**config.mk**
```make
export PLATFORM = sky130hd
export DESIGN_NAME = f3m_shift_x3
export DESIGN_NICKNAME = d
export VERILOG_FILES = /design/src/common/gf3_pkg.sv /design/src/f3m_mult/f3m_shift_x3.sv
export VERILOG_INCLUDE_DIRS = /design/src /design/src/common
export SDC_FILE = /design/constraint.sdc
export NUM_CORES = 1
export LEC_CHECK = 0
export BUFFER_PORTS_ARGS = -buffer_cell sky130_fd_sc_hd__buf_4
export CAP_MARGIN = 20
export CORE_AREA = 8 8 146 148
export DETAILED_ROUTE_END_ITERATION = 10
export DIE_AREA = 0 0 154 156
export GPL_ROUTABILITY_DRIVEN = 0
export SLEW_MARGIN = 20
export SYNTH_ARGS = -nofsm -noshare
export SYNTH_HDL_FRONTEND = slang
export SYNTH_SLANG_ARGS = --single-unit
```
**constraint.sdc**
```tcl
create_clock -name vclk -period 1
set_clock_uncertainty 0.1 [all_clocks]
set_input_delay 0.2 -clock vclk [all_inputs]
set_output_delay 0.2 -clock vclk [all_outputs]
set_load 0.005 [all_outputs]
```
**src/common/gf3_defs.svh**
```systemverilog
`ifndef GF3_DEFS_SVH
`define GF3_DEFS_SVH

// degree of the irreducible polynomial x^97 + x^12 + 2
`define GF_M 97

// each trit takes two bits, 00 = 0, 01 = 1, 10 = 2
`define GF_WIDTH (2 * `GF_M)

// trits of b consumed per clock
`define GF_DIGIT 3

// digit steps to cover all of b, rounded up
`define GF_STEPS ((`GF_M + `GF_DIGIT - 1) / `GF_DIGIT)

// middle term of the polynomial, so x^97 folds to 2*x^12 + 1
`define GF_TAP 12

`endif
```
**src/common/gf3_pkg.sv**
```systemverilog
`default_nettype none

`include "gf3_defs.svh"

package gf3_pkg;

    typedef logic [1:0] trit_t;                     // 11 is never a valid code
    typedef logic [`GF_WIDTH-1:0] elem_t;           // trit i in bits 2i+1:2i
    typedef logic [2*`GF_DIGIT-1:0] digit_t;        // low trit in bits 1:0

    // sum of two trits modulo 3
    function automatic trit_t trit_add(input trit_t a, input trit_t b);
        trit_t s;
        case ({a, b})
            4'b00_00: s = 2'b00;
            4'b00_01: s = 2'b01;
            4'b00_10: s = 2'b10;
            4'b01_00: s = 2'b01;
            4'b01_01: s = 2'b10;
            4'b01_10: s = 2'b00;                    // 1 + 2 wraps to 0
            4'b10_00: s = 2'b10;
            4'b10_01: s = 2'b00;
            4'b10_10: s = 2'b01;                    // 2 + 2 wraps to 1
            default:  s = 2'bxx;
        endcase
        return s;
    endfunction

    // -t mod 3 just swaps 1 and 2, and 0 stays put
    function automatic trit_t trit_neg(input trit_t t);
        return {t[0], t[1]};
    endfunction

    // product of two trits modulo 3
    function automatic trit_t trit_mul(input trit_t a, input trit_t b);
        trit_t p;
        case ({a, b})
            4'b01_01: p = 2'b01;
            4'b01_10: p = 2'b10;
            4'b10_01: p = 2'b10;
            4'b10_10: p = 2'b01;                    // 2 * 2 = 4 = 1
            default:  p = 2'b00;                    // either side zero
        endcase
        return p;
    endfunction

endpackage

`default_nettype wire

```
**src/f3m_mult/f3m_shift_x3.sv**
```systemverilog
`timescale 1ns/10ps
`default_nettype none

`include "gf3_defs.svh"

module f3m_shift_x3
    import gf3_pkg::*;
(
    input  wire elem_t x,
    output wire elem_t y
);

    localparam int M     = `GF_M;
    localparam int SHIFT = `GF_DIGIT;
    localparam int TAP   = `GF_TAP;

    // y = x * x^3 mod p, with x^97 = 2*x^12 + 1
    // the top three trits land on degrees 97..99 and fold back twice:
    // once unchanged into 0..2 and once negated into TAP..TAP+2

    genvar i;
    generate
        for (i = 0; i < M; i++)
        begin : g_trit
            if (i < SHIFT)
            begin : g_wrap
                assign y[2*i +: 2] = x[2*(M-SHIFT+i) +: 2];     // constant term of the fold
            end
            else if (i >= TAP && i < TAP + SHIFT)
            begin : g_tap
                assign y[2*i +: 2] = trit_add(x[2*(i-SHIFT) +: 2],
                                              trit_neg(x[2*(M-SHIFT+i-TAP) +: 2]));
            end
            else
            begin : g_move
                assign y[2*i +: 2] = x[2*(i-SHIFT) +: 2];
            end
        end
    endgenerate

endmodule

`default_nettype wire

```
## Word-level counts from Yosys, hierarchy flattened

Memories as Yosys holds them, arrays and structs flattened.
Index checks and enable logic that the tools add are counted.
W data, S select, Z words.

| operators by class | value |
|---|---|
| shift-type cells | 0 |
| bitwise logic cells | 0 |
| eq/ne operators | 0 |
| order comparisons | 0 |
| div/mod/pow operators | 0 |
| reduce and logical (&&, ||, !) cells | 0 |
| multipliers | 0 |
| multiplexer cells | 0 |
| add/subtract/negate cells | 0 |

| storage, ports and cells | value |
|---|---|
| bits in latches | 0 |
| memories kept | 3 |
| bits in writable memories | 0 |
| word-level logic and storage cells | 3 |
| bits in read-only memories | 96 |
| output and inout bits | 194 |
| flip-flop bits (word level) | 0 |
| bits of input ports | 194 |

Memory list:

| memory | depth | width | read ports | clocked after memory_dff | write ports | RTL line | text |
|---|---|---|---|---|---|---|---|
| (no name shown) | 16 | 2 | 1 | 0 | 0 | gf3_pkg.sv:14 | `case ({a, b})` |
| (no name shown) | 16 | 2 | 1 | 0 | 0 | gf3_pkg.sv:14 |  |
| (no name shown) | 16 | 2 | 1 | 0 | 0 | gf3_pkg.sv:14 |  |

## Longest topological paths before layout

Gate-level depths: netlist of run 1.
An unclocked memory read counts as a cell.

| logic depth | value |
|---|---|
| depth after elaboration | 1 |
| depth in mapped cells | 2 |
| gate-level depth less buffers | 2 |

## Worst setup path before layout of run 1

OpenSTA, ideal clock, no wires.

| timing | value |
|---|---|
| path kind | input to output |
| start point | input x[188] |
| end point | output y[24] |
| cell stages on the path | 2 |
| required time | 0.700 ns |
| setup slack | 0.018 ns |
| data arrival time | 0.682 ns |
| path through | or2_2 -> o21ai_0 |

| between the ends | value |
|---|---|
| longest elaborated chain between the ends | 1 |

RTL lines:

| element | RTL line | text |
|---|---|---|
| from (decl) | f3m_shift_x3.sv:9 | `input wire elem_t x,` |
| $mem_v2 Z16 W2 | -- |  |
| to (decl) | f3m_shift_x3.sv:10 | `output wire elem_t y` |

Every way passes these cells.

## Worst setup path in the final report of run 1

| timing | value |
|---|---|
| start point | input x[19] |
| end point | output y[25] |

The elaborated chain is that of the path after synthesis.

==> results of run 1 <==
[metal layers]
metal	routed length, um	up-vias
met5	0	-
li1	-	165
met4	989	0
met3	1594	120
met2	1738	165
met1	508	179
[power by group]
part           leakage (uW)  switching [uW]  internal [uW]
logic              0.000286            80.1            171
registers                 0               0              0
clock network             0               0              0
total              0.000286            80.1            171
[cell families (layout without fill, tap and decap cells)]
family          Yosys count  in the layout  share of synthesized area [%]
simple gates             13             13                          5.184
buf+inv                 188             37                          89.95
compound gates            8              8                          3.190
xor+xnor                  3              3                          1.675
[cell type report]
cell class | count | area [sq um] | share of cell area (%)
Tap cell | 238 | 297.8 | 35.05
Timing Repair Buffer | 37 | 352.8 | 41.53
Multi-Input combinational cell | 24 | 198.9 | 23.42
[cell usage after synthesis]
library cell,instances,share of area [%]
o211ai_1,1,0.48
buf_4,188,90
o31a_1,2,1.1
xnor2_1,3,1.7
or2_2,3,1.2
and3b_1,2,1.1
o21ai_0,5,1.6
nor2b_1,2,0.80
or3b_1,2,1.1
nand2_1,4,0.96
[through the flow]
step	utilization, %	instance area, sq um
global route	4.453	849.6
global placement	3.725	710.7
detailed placement	3.725	710.7
finish	4.453	849.6
floorplan	-	1569
CTS	4.276	815.8
[final timing paths]
kind	start	endpoint	cells after the start
worst max-delay path	x[19]	y[25]	4
worst min-delay path	x[116]	y[122]	0
[worst max-delay path, delay by kind of cell]
family	cells	cell delay, ns
simple gates	1	0.36
compound gates	1	0.11
buf+inv	2	0.24
[repair_timing]
item                                    in CTS  in global routing
buffers inserted                             2                  1
pin swaps                                   10                  7
endpoints found under the setup margin       6                  6
endpoints found under the hold margin        0                  0
gates resized for setup                     26                  7
==> summary.md, run 1 <==
| Metric | Value |
|---|---|
| Fin. Hold Viols | 0 |
| Largest net degree at the start of global routing | 6 |
| Ys Warns | 0 |
| Total power | 250.6 uW |
| Met3 Track Usage GR | 4.931% |
| Status | finished, violations left |
| RSZ-0062 raised after global routing | true |
| Synth cell types | 10 |
| Crit. End Element | output port |
| Die Footprint | 0.02402 sq mm |
| Area grow syn2layout | -45.85% |
| Sequential area share after synthesis | 0% |
| Post-route DRC | 0 |
| Via-to-Cell Ratio | 2.104 |
| Period utilization | 121.2% |
| GR Util met1 | 0.9774% |
| Global-route wire length before repair | 5885 um |
| Setup tns final | -0.7652 ns |
| Mapped cell area | 0.001569 sq mm |
| Hold Crit Class | in -> out |
| GRT overflow | 0 |
| Kind of critical path | in -> out |
| Post-placement setup slack | -0.2770 ns |
| Commonest non-fill, non-tap cell in the layout | buf_4 |
| Routed wire length | 4831 um |
| Worst vdd ir | 0.09843 mV |
| WP data required | 0.70 ns |
| Cell count after synthesis | 212 |
| Final setup violation count | 6 |
| Fmax | 824.8 MHz |
| Rows | 51 |
| Failing checks | negative setup slack |
| Most used routing layer | met4 |
| Synthesized area per cell | 7.401 sq um |
| Slowest stage delay, CP | 0.36 ns |
| Diode count | 0 |
| TritonRoute pass-1 iters | 2 |
| Initial Util | 8.223% |
| Most frequent cells in the layout | 19 x buf_4, 16 x buf_6, 4 x nand2_1 |
| Die W | 154 um |
| Worst EP arrival | 0.91 ns |
| Pleak | 0.0002861 uW |
| Wire length per cell | 16.16 um |
| Worst-path fanout max | 4 |
| Register area | 0 sq um |
| Initial antenna violation count | 0 |
| Fin. max-slew vios | 0 |
| Clock buffers | 0 |
| Fill cells | 2247 |
| CP max stage cell | or3b_1 |
| Post-CTS Hold Fix Bufs | 0 |
| Vias | 629 |
| DP Cell Count | 296 |
| Met2 Track Usage GR | 4.086% |
| WHS | 0.3000 ns |
| Share of layout cells above drive strength 1 | 75.41% |
| GRT Overall Usage | 3.438% |
| Detailed Route Iter0 Violations | 22 |
| Input/output buffers | 24 |
| Vias in the first global route | 786 |
| Post-layout instance count excluding filler cells | 299 |
| Worst Tran Pin Value | 0.1753 ns |
| Core ar. | 0.01908 sq mm |
| I/O Pins | 388 |
| Max_slew headroom | 88.26% |
| Post-layout nets | 257 |
| Setup ws final | -0.2123 ns |
| Max-Cap Viols | 0 |
| Worst setup SP type | input port |
| Fin crit period | 1.212 ns |
| Die Y | 156 um |
| Post-Syn Nets | 406 |
| Flip-flop and latch count | 0 |
| PD cells | 295.0 mW/mm^2 |
| Detail Route Antenna Nets | 0 |
| Cell Chain, Critical Path | buf_6, or3b_1, o211ai_1, buf_4 |
(Power assumes the default switching activity.)
==> inputs of run 2 (changes only) <==
CORE_AREA = 8 8 144 146   (was 8 8 146 148)
DIE_AREA = 0 0 152 154   (was 0 0 154 156)
RECOVER_POWER = 50   (was not set)
clock period = 1.5 ns   (was 1 ns; I/O delays follow)
==> run 2 against run 1 <==
Worst hold slack improved by 0.20 ns. The run now ends clean. Global-route usage rose by 0.39 points. Combinational power fell by 56%.
==> summary.md, run 2 (synthesized netlist as in run 1, its figures left out) <==
| Metric | Value |
|---|---|
| Status | complete, no violations |
| Initial Util | 8.502% |
| Area grow syn2layout | -59.17% |
| Pleak | 0.0001805 uW |
| WP data required | 1.10 ns |
| Kind of critical path | in -> out |
| Commonest non-fill, non-tap cell in the layout | buf_4 |
| DP HPWL | 4622 um |
| Worst vdd ir | 0.03677 mV |
| Worst EP arrival | 1.04 ns |
| RSZ-0062 raised after global routing | false |
| Via-to-Cell Ratio | 2.011 |
| Input/output buffers | 24 |
| Register area | 0 sq um |
| Setup tns final | 0 ns |
| Period utilization | 96.26% |
| Detailed Route Iter0 Violations | 11 |
| Worst-path fanout max | 2 |
| Largest net degree at the start of global routing | 6 |
| Post-layout nets | 245 |
| Worst setup SP type | input port |
| Post-route DRC | 0 |
| Fin crit period | 1.444 ns |
| Fill cells | 2181 |
| PD cells | 173.9 mW/mm^2 |
| Diode count | 0 |
| Fin. max-slew vios | 0 |
| Max-Cap Viols | 0 |
| Die Footprint | 0.02341 sq mm |
| Vias in the first global route | 638 |
| Routed wire length | 5180 um |
| Fin. Hold Viols | 0 |
| Max_slew headroom | 89.62% |
| Setup bufs post-CTS | 0 |
| Detail Route Antenna Nets | 0 |
| Die Y | 154 um |
| Share of layout cells above drive strength 1 | 57.14% |
| Clock buffers | 0 |
| Vias | 569 |
| Flip-flop and latch count | 0 |
| I/O Pins | 388 |
| Crit. End Element | output port |
| GRT Overall Usage | 3.823% |
| Footprint of the multi-input gates | 160.2 sq um |
| Global-route wire length before repair | 6065 um |
| Core ar. | 0.01846 sq mm |
| Final setup violation count | 0 |
| Wire length per cell | 18.30 um |
| Core Util, Final | 3.471% |
| Die W | 152 um |
| TritonRoute pass-1 iters | 2 |
| Worst Tran Pin Value | 0.1550 ns |
| Rows | 50 |
| Hold Crit Class | in -> out |
| Fmax | 692.6 MHz |
| GRT overflow | 0 |
| Initial antenna violation count | 0 |
| Most frequent cells in the layout | 25 x buf_4, 4 x o21ai_0, 4 x nand2_1 |
run 2: worst paths after layout:
check | start | end | slack, ns | cells past startpoint
worst max-delay path | x[189] | y[25] | 0.06 | 4
worst min-delay path | x[99] | y[105] | 0.50 | 0
run 2: layout make-up:
class | count | area share (%)
timing repair buffer | 25 | 29.30
tap | 234 | 45.70
multi-input combinational | 24 | 25.00
run 2: worst max-delay path: stages:
cell and delay [ns]:
buf_4 0.11, or3b_1 0.37, o211ai_1 0.10, buf_4 0.16
run 2: per-stage QoR:
step	instance area, sq um	setup WS (ns)	total power, uW	hold slack (ns)	instances
2_1_floorplan	1569	0.3179	436.7	0.5808	212
3_3_place_gp	638.1	0.03928	111.7	0.5000	283
3_5_place_dp	638.1	0.03592	113.2	0.5000	283
4_1_cts	638.1	0.03375	113.5	0.5000	283
5_1_grt	640.6	0.01560	123.9	0.5000	283
6_report	640.6	0.05612	111.4	0.5000	283
run 2: where the power goes:
part	leakage [uW]	internal (uW)	switching, uW	total (uW)
Sequential	0	0	0	0
Clock	0	0	0	0
Combinational	0.000181	68.2	43.2	111
Total	0.000181	68.2	43.2	111
run 2: routing by layer:
layer  routed length, um  track usage (%)  vias to the layer above
met5                   0           0.6479                        -
met4                 801            5.712                        0
met3                1690            5.297                       90
met2                2203            5.961                      175
met1                 484           0.9177                      166
li1                    -                -                      138
run 2: timing repair:
item                       4_1_cts  5_1_grt
setup endpoints to repair        0        2
resized for setup                0        2
hold buffers                     0        0
hold endpoints to repair         0        0
==> inputs of run 3 (changes only) <==
==> constraint.sdc (replaced) <==
create_clock -name vclk -period 1.5
set_clock_uncertainty 0.1 [all_clocks]
set_input_delay 0.15 -clock vclk [all_inputs]
set_output_delay 0.15 -clock vclk [all_outputs]
set_load 0.005 [all_outputs]
==> run 3 against run 2 <==
Via count up 1.4%. Largest power group unchanged. Critical path depth stayed put. Wire length increased by 0.23%. Design area is 1.6% lower. Global-route usage hardly changed. Non-clock buffer count decreased by 1. Largest cell class unchanged. Power fell by 2.9%. First-iteration DRC count decreased by 18%. Sequential cell count unchanged. Setup slack improved by 0.28 ns.
==> summary.md, run 3 (synthesized netlist as in run 1, its figures left out) <==
| Metric | Value |
|---|---|
| Wire length per cell | 18.41 um |
| Final setup violation count | 0 |
| Area grow syn2layout | -59.81% |
| Initial antenna violation count | 0 |
| Pleak | 0.0001748 uW |
| Max-Cap Viols | 0 |
| Most frequent cells in the layout | 24 x buf_4, 5 x o21ai_0, 4 x nand2_1 |
| Vias | 577 |
| Via-to-Cell Ratio | 2.046 |
| Input/output buffers | 24 |
| Vias in the first global route | 643 |
| Crit. End Element | output port |
| Hold Crit Class | in -> out |
| Die Footprint | 0.02341 sq mm |
| Detail Route Antenna Nets | 0 |
| Critical path launch point | x[189] |
| Worst vdd ir | 0.03974 mV |
| Die W | 152 um |
| Commonest non-fill, non-tap cell in the layout | buf_4 |
| Crit path top cell by count | buf_4 |
| Max_slew headroom | 89.09% |
| Cell Chain, Critical Path | buf_4, or3b_1, o211ai_1, buf_4 |
| Post-layout nets | 244 |
| WP data required | 1.25 ns |
| Setup tns final | 0 ns |
| Resized cells post-CTS | 0 |
| Post-CTS Hold Fix Bufs | 0 |
| Diode count | 0 |
| DP HPWL | 4623 um |
| Worst Tran Pin Value | 0.1630 ns |
| Clock buffers | 0 |
| Period utilization | 77.30% |
| Die Y | 154 um |
| Setup bufs post-CTS | 0 |
| RSZ-0062 raised after global routing | false |
| Fmax | 862.5 MHz |
| Register area | 0 sq um |
| Fin crit period | 1.159 ns |
| Global-route wire length before repair | 6023 um |
| Flip-flop and latch count | 0 |
| Hold Path Depth | 0 |
| Initial Util | 8.502% |
| Kind of critical path | in -> out |
| Fin. Hold Viols | 0 |
| Share of layout cells above drive strength 1 | 56.25% |
| CP max stage cell | or3b_1 |
| Setup ws final | 0.3406 ns |
| Worst-path fanout max | 4 |
| Post-placement setup slack | 0.3309 ns |
| Detailed Route Iter0 Violations | 9 |
| Rows | 50 |
| GRT Overall Usage | 3.811% |
| Worst setup SP type | input port |
| Critical path endpoint | y[25] |
| Slowest stage delay, CP | 0.37 ns |
| Fin. max-slew vios | 0 |
| Core ar. | 0.01846 sq mm |
| I/O Pins | 388 |
| Status | complete, no violations |
| TritonRoute pass-1 iters | 2 |
| Routed wire length | 5192 um |
| Post-route DRC | 0 |
| Largest net degree at the start of global routing | 6 |
| GRT overflow | 0 |
| Worst EP arrival | 0.91 ns |
| PD cells | 171.5 mW/mm^2 |
==> run 3: cell types whose count changed in the layout (fill, tap and decap cells not counted), sizes merged <==
cell	change
buf	-1
==> run 3: stage by stage <==
| step | total power, uW | cell area (sq um) | hold slack [ns] | utilization (%) | std cells |
|---|---|---|---|---|---|
| finish | 108.2 | 630.6 | 0.2000 | 3.417 | 282 |
| CTS | 112.1 | 630.6 | 0.2000 | 3.417 | 282 |
| global route | 119.9 | 630.6 | 0.2000 | 3.417 | 282 |
| global placement | 109.9 | 630.6 | 0.2000 | 3.417 | 282 |
| floorplan | 436.7 | 1569 | 0.2808 | - | 212 |
| detailed placement | 111.6 | 630.6 | 0.2000 | 3.417 | 282 |
==> run 3: worst max-delay path: cells and delay by family <==
| kind | cells | cell delay [ns] |
|---|---|---|
| AOI/OAI and AO/OA | 1 | 0.10 |
| buffers and inverters | 2 | 0.28 |
| and+or+nand+nor | 1 | 0.37 |
==> run 3: power by group <==
part | leakage (uW) | switching [uW] | internal, uW
logic | 0.000175 | 42.6 | 65.6
clock network | 0 | 0 | 0
registers | 0 | 0 | 0
total | 0.000175 | 42.6 | 65.6
==> run 3: final cells by class <==
type	count	area, sq um
fill	2189	17820
tap	234	292.8
timing repair buffer	24	180.2
multi-input combinational	24	157.7
==> run 3: worst min path at each step <==
stage            from  endpoint  slack (ns)
2_1_floorplan  x[188]      y[0]        0.28
3_3_place_gp    x[96]    y[102]        0.20
3_5_place_dp    x[96]    y[102]        0.20
4_1_cts         x[96]    y[102]        0.20
5_1_grt          x[8]     y[14]        0.20
6_report        x[99]    y[105]        0.20
==> run 3: per-layer routing <==
metal	wire, um	share of wire [%]	global-route usage [%]
met1	448	8.6	0.7702
met2	2248	43	6.025
met3	1707	33	5.409
met4	789	15	5.712
met5	0	0	0.6479
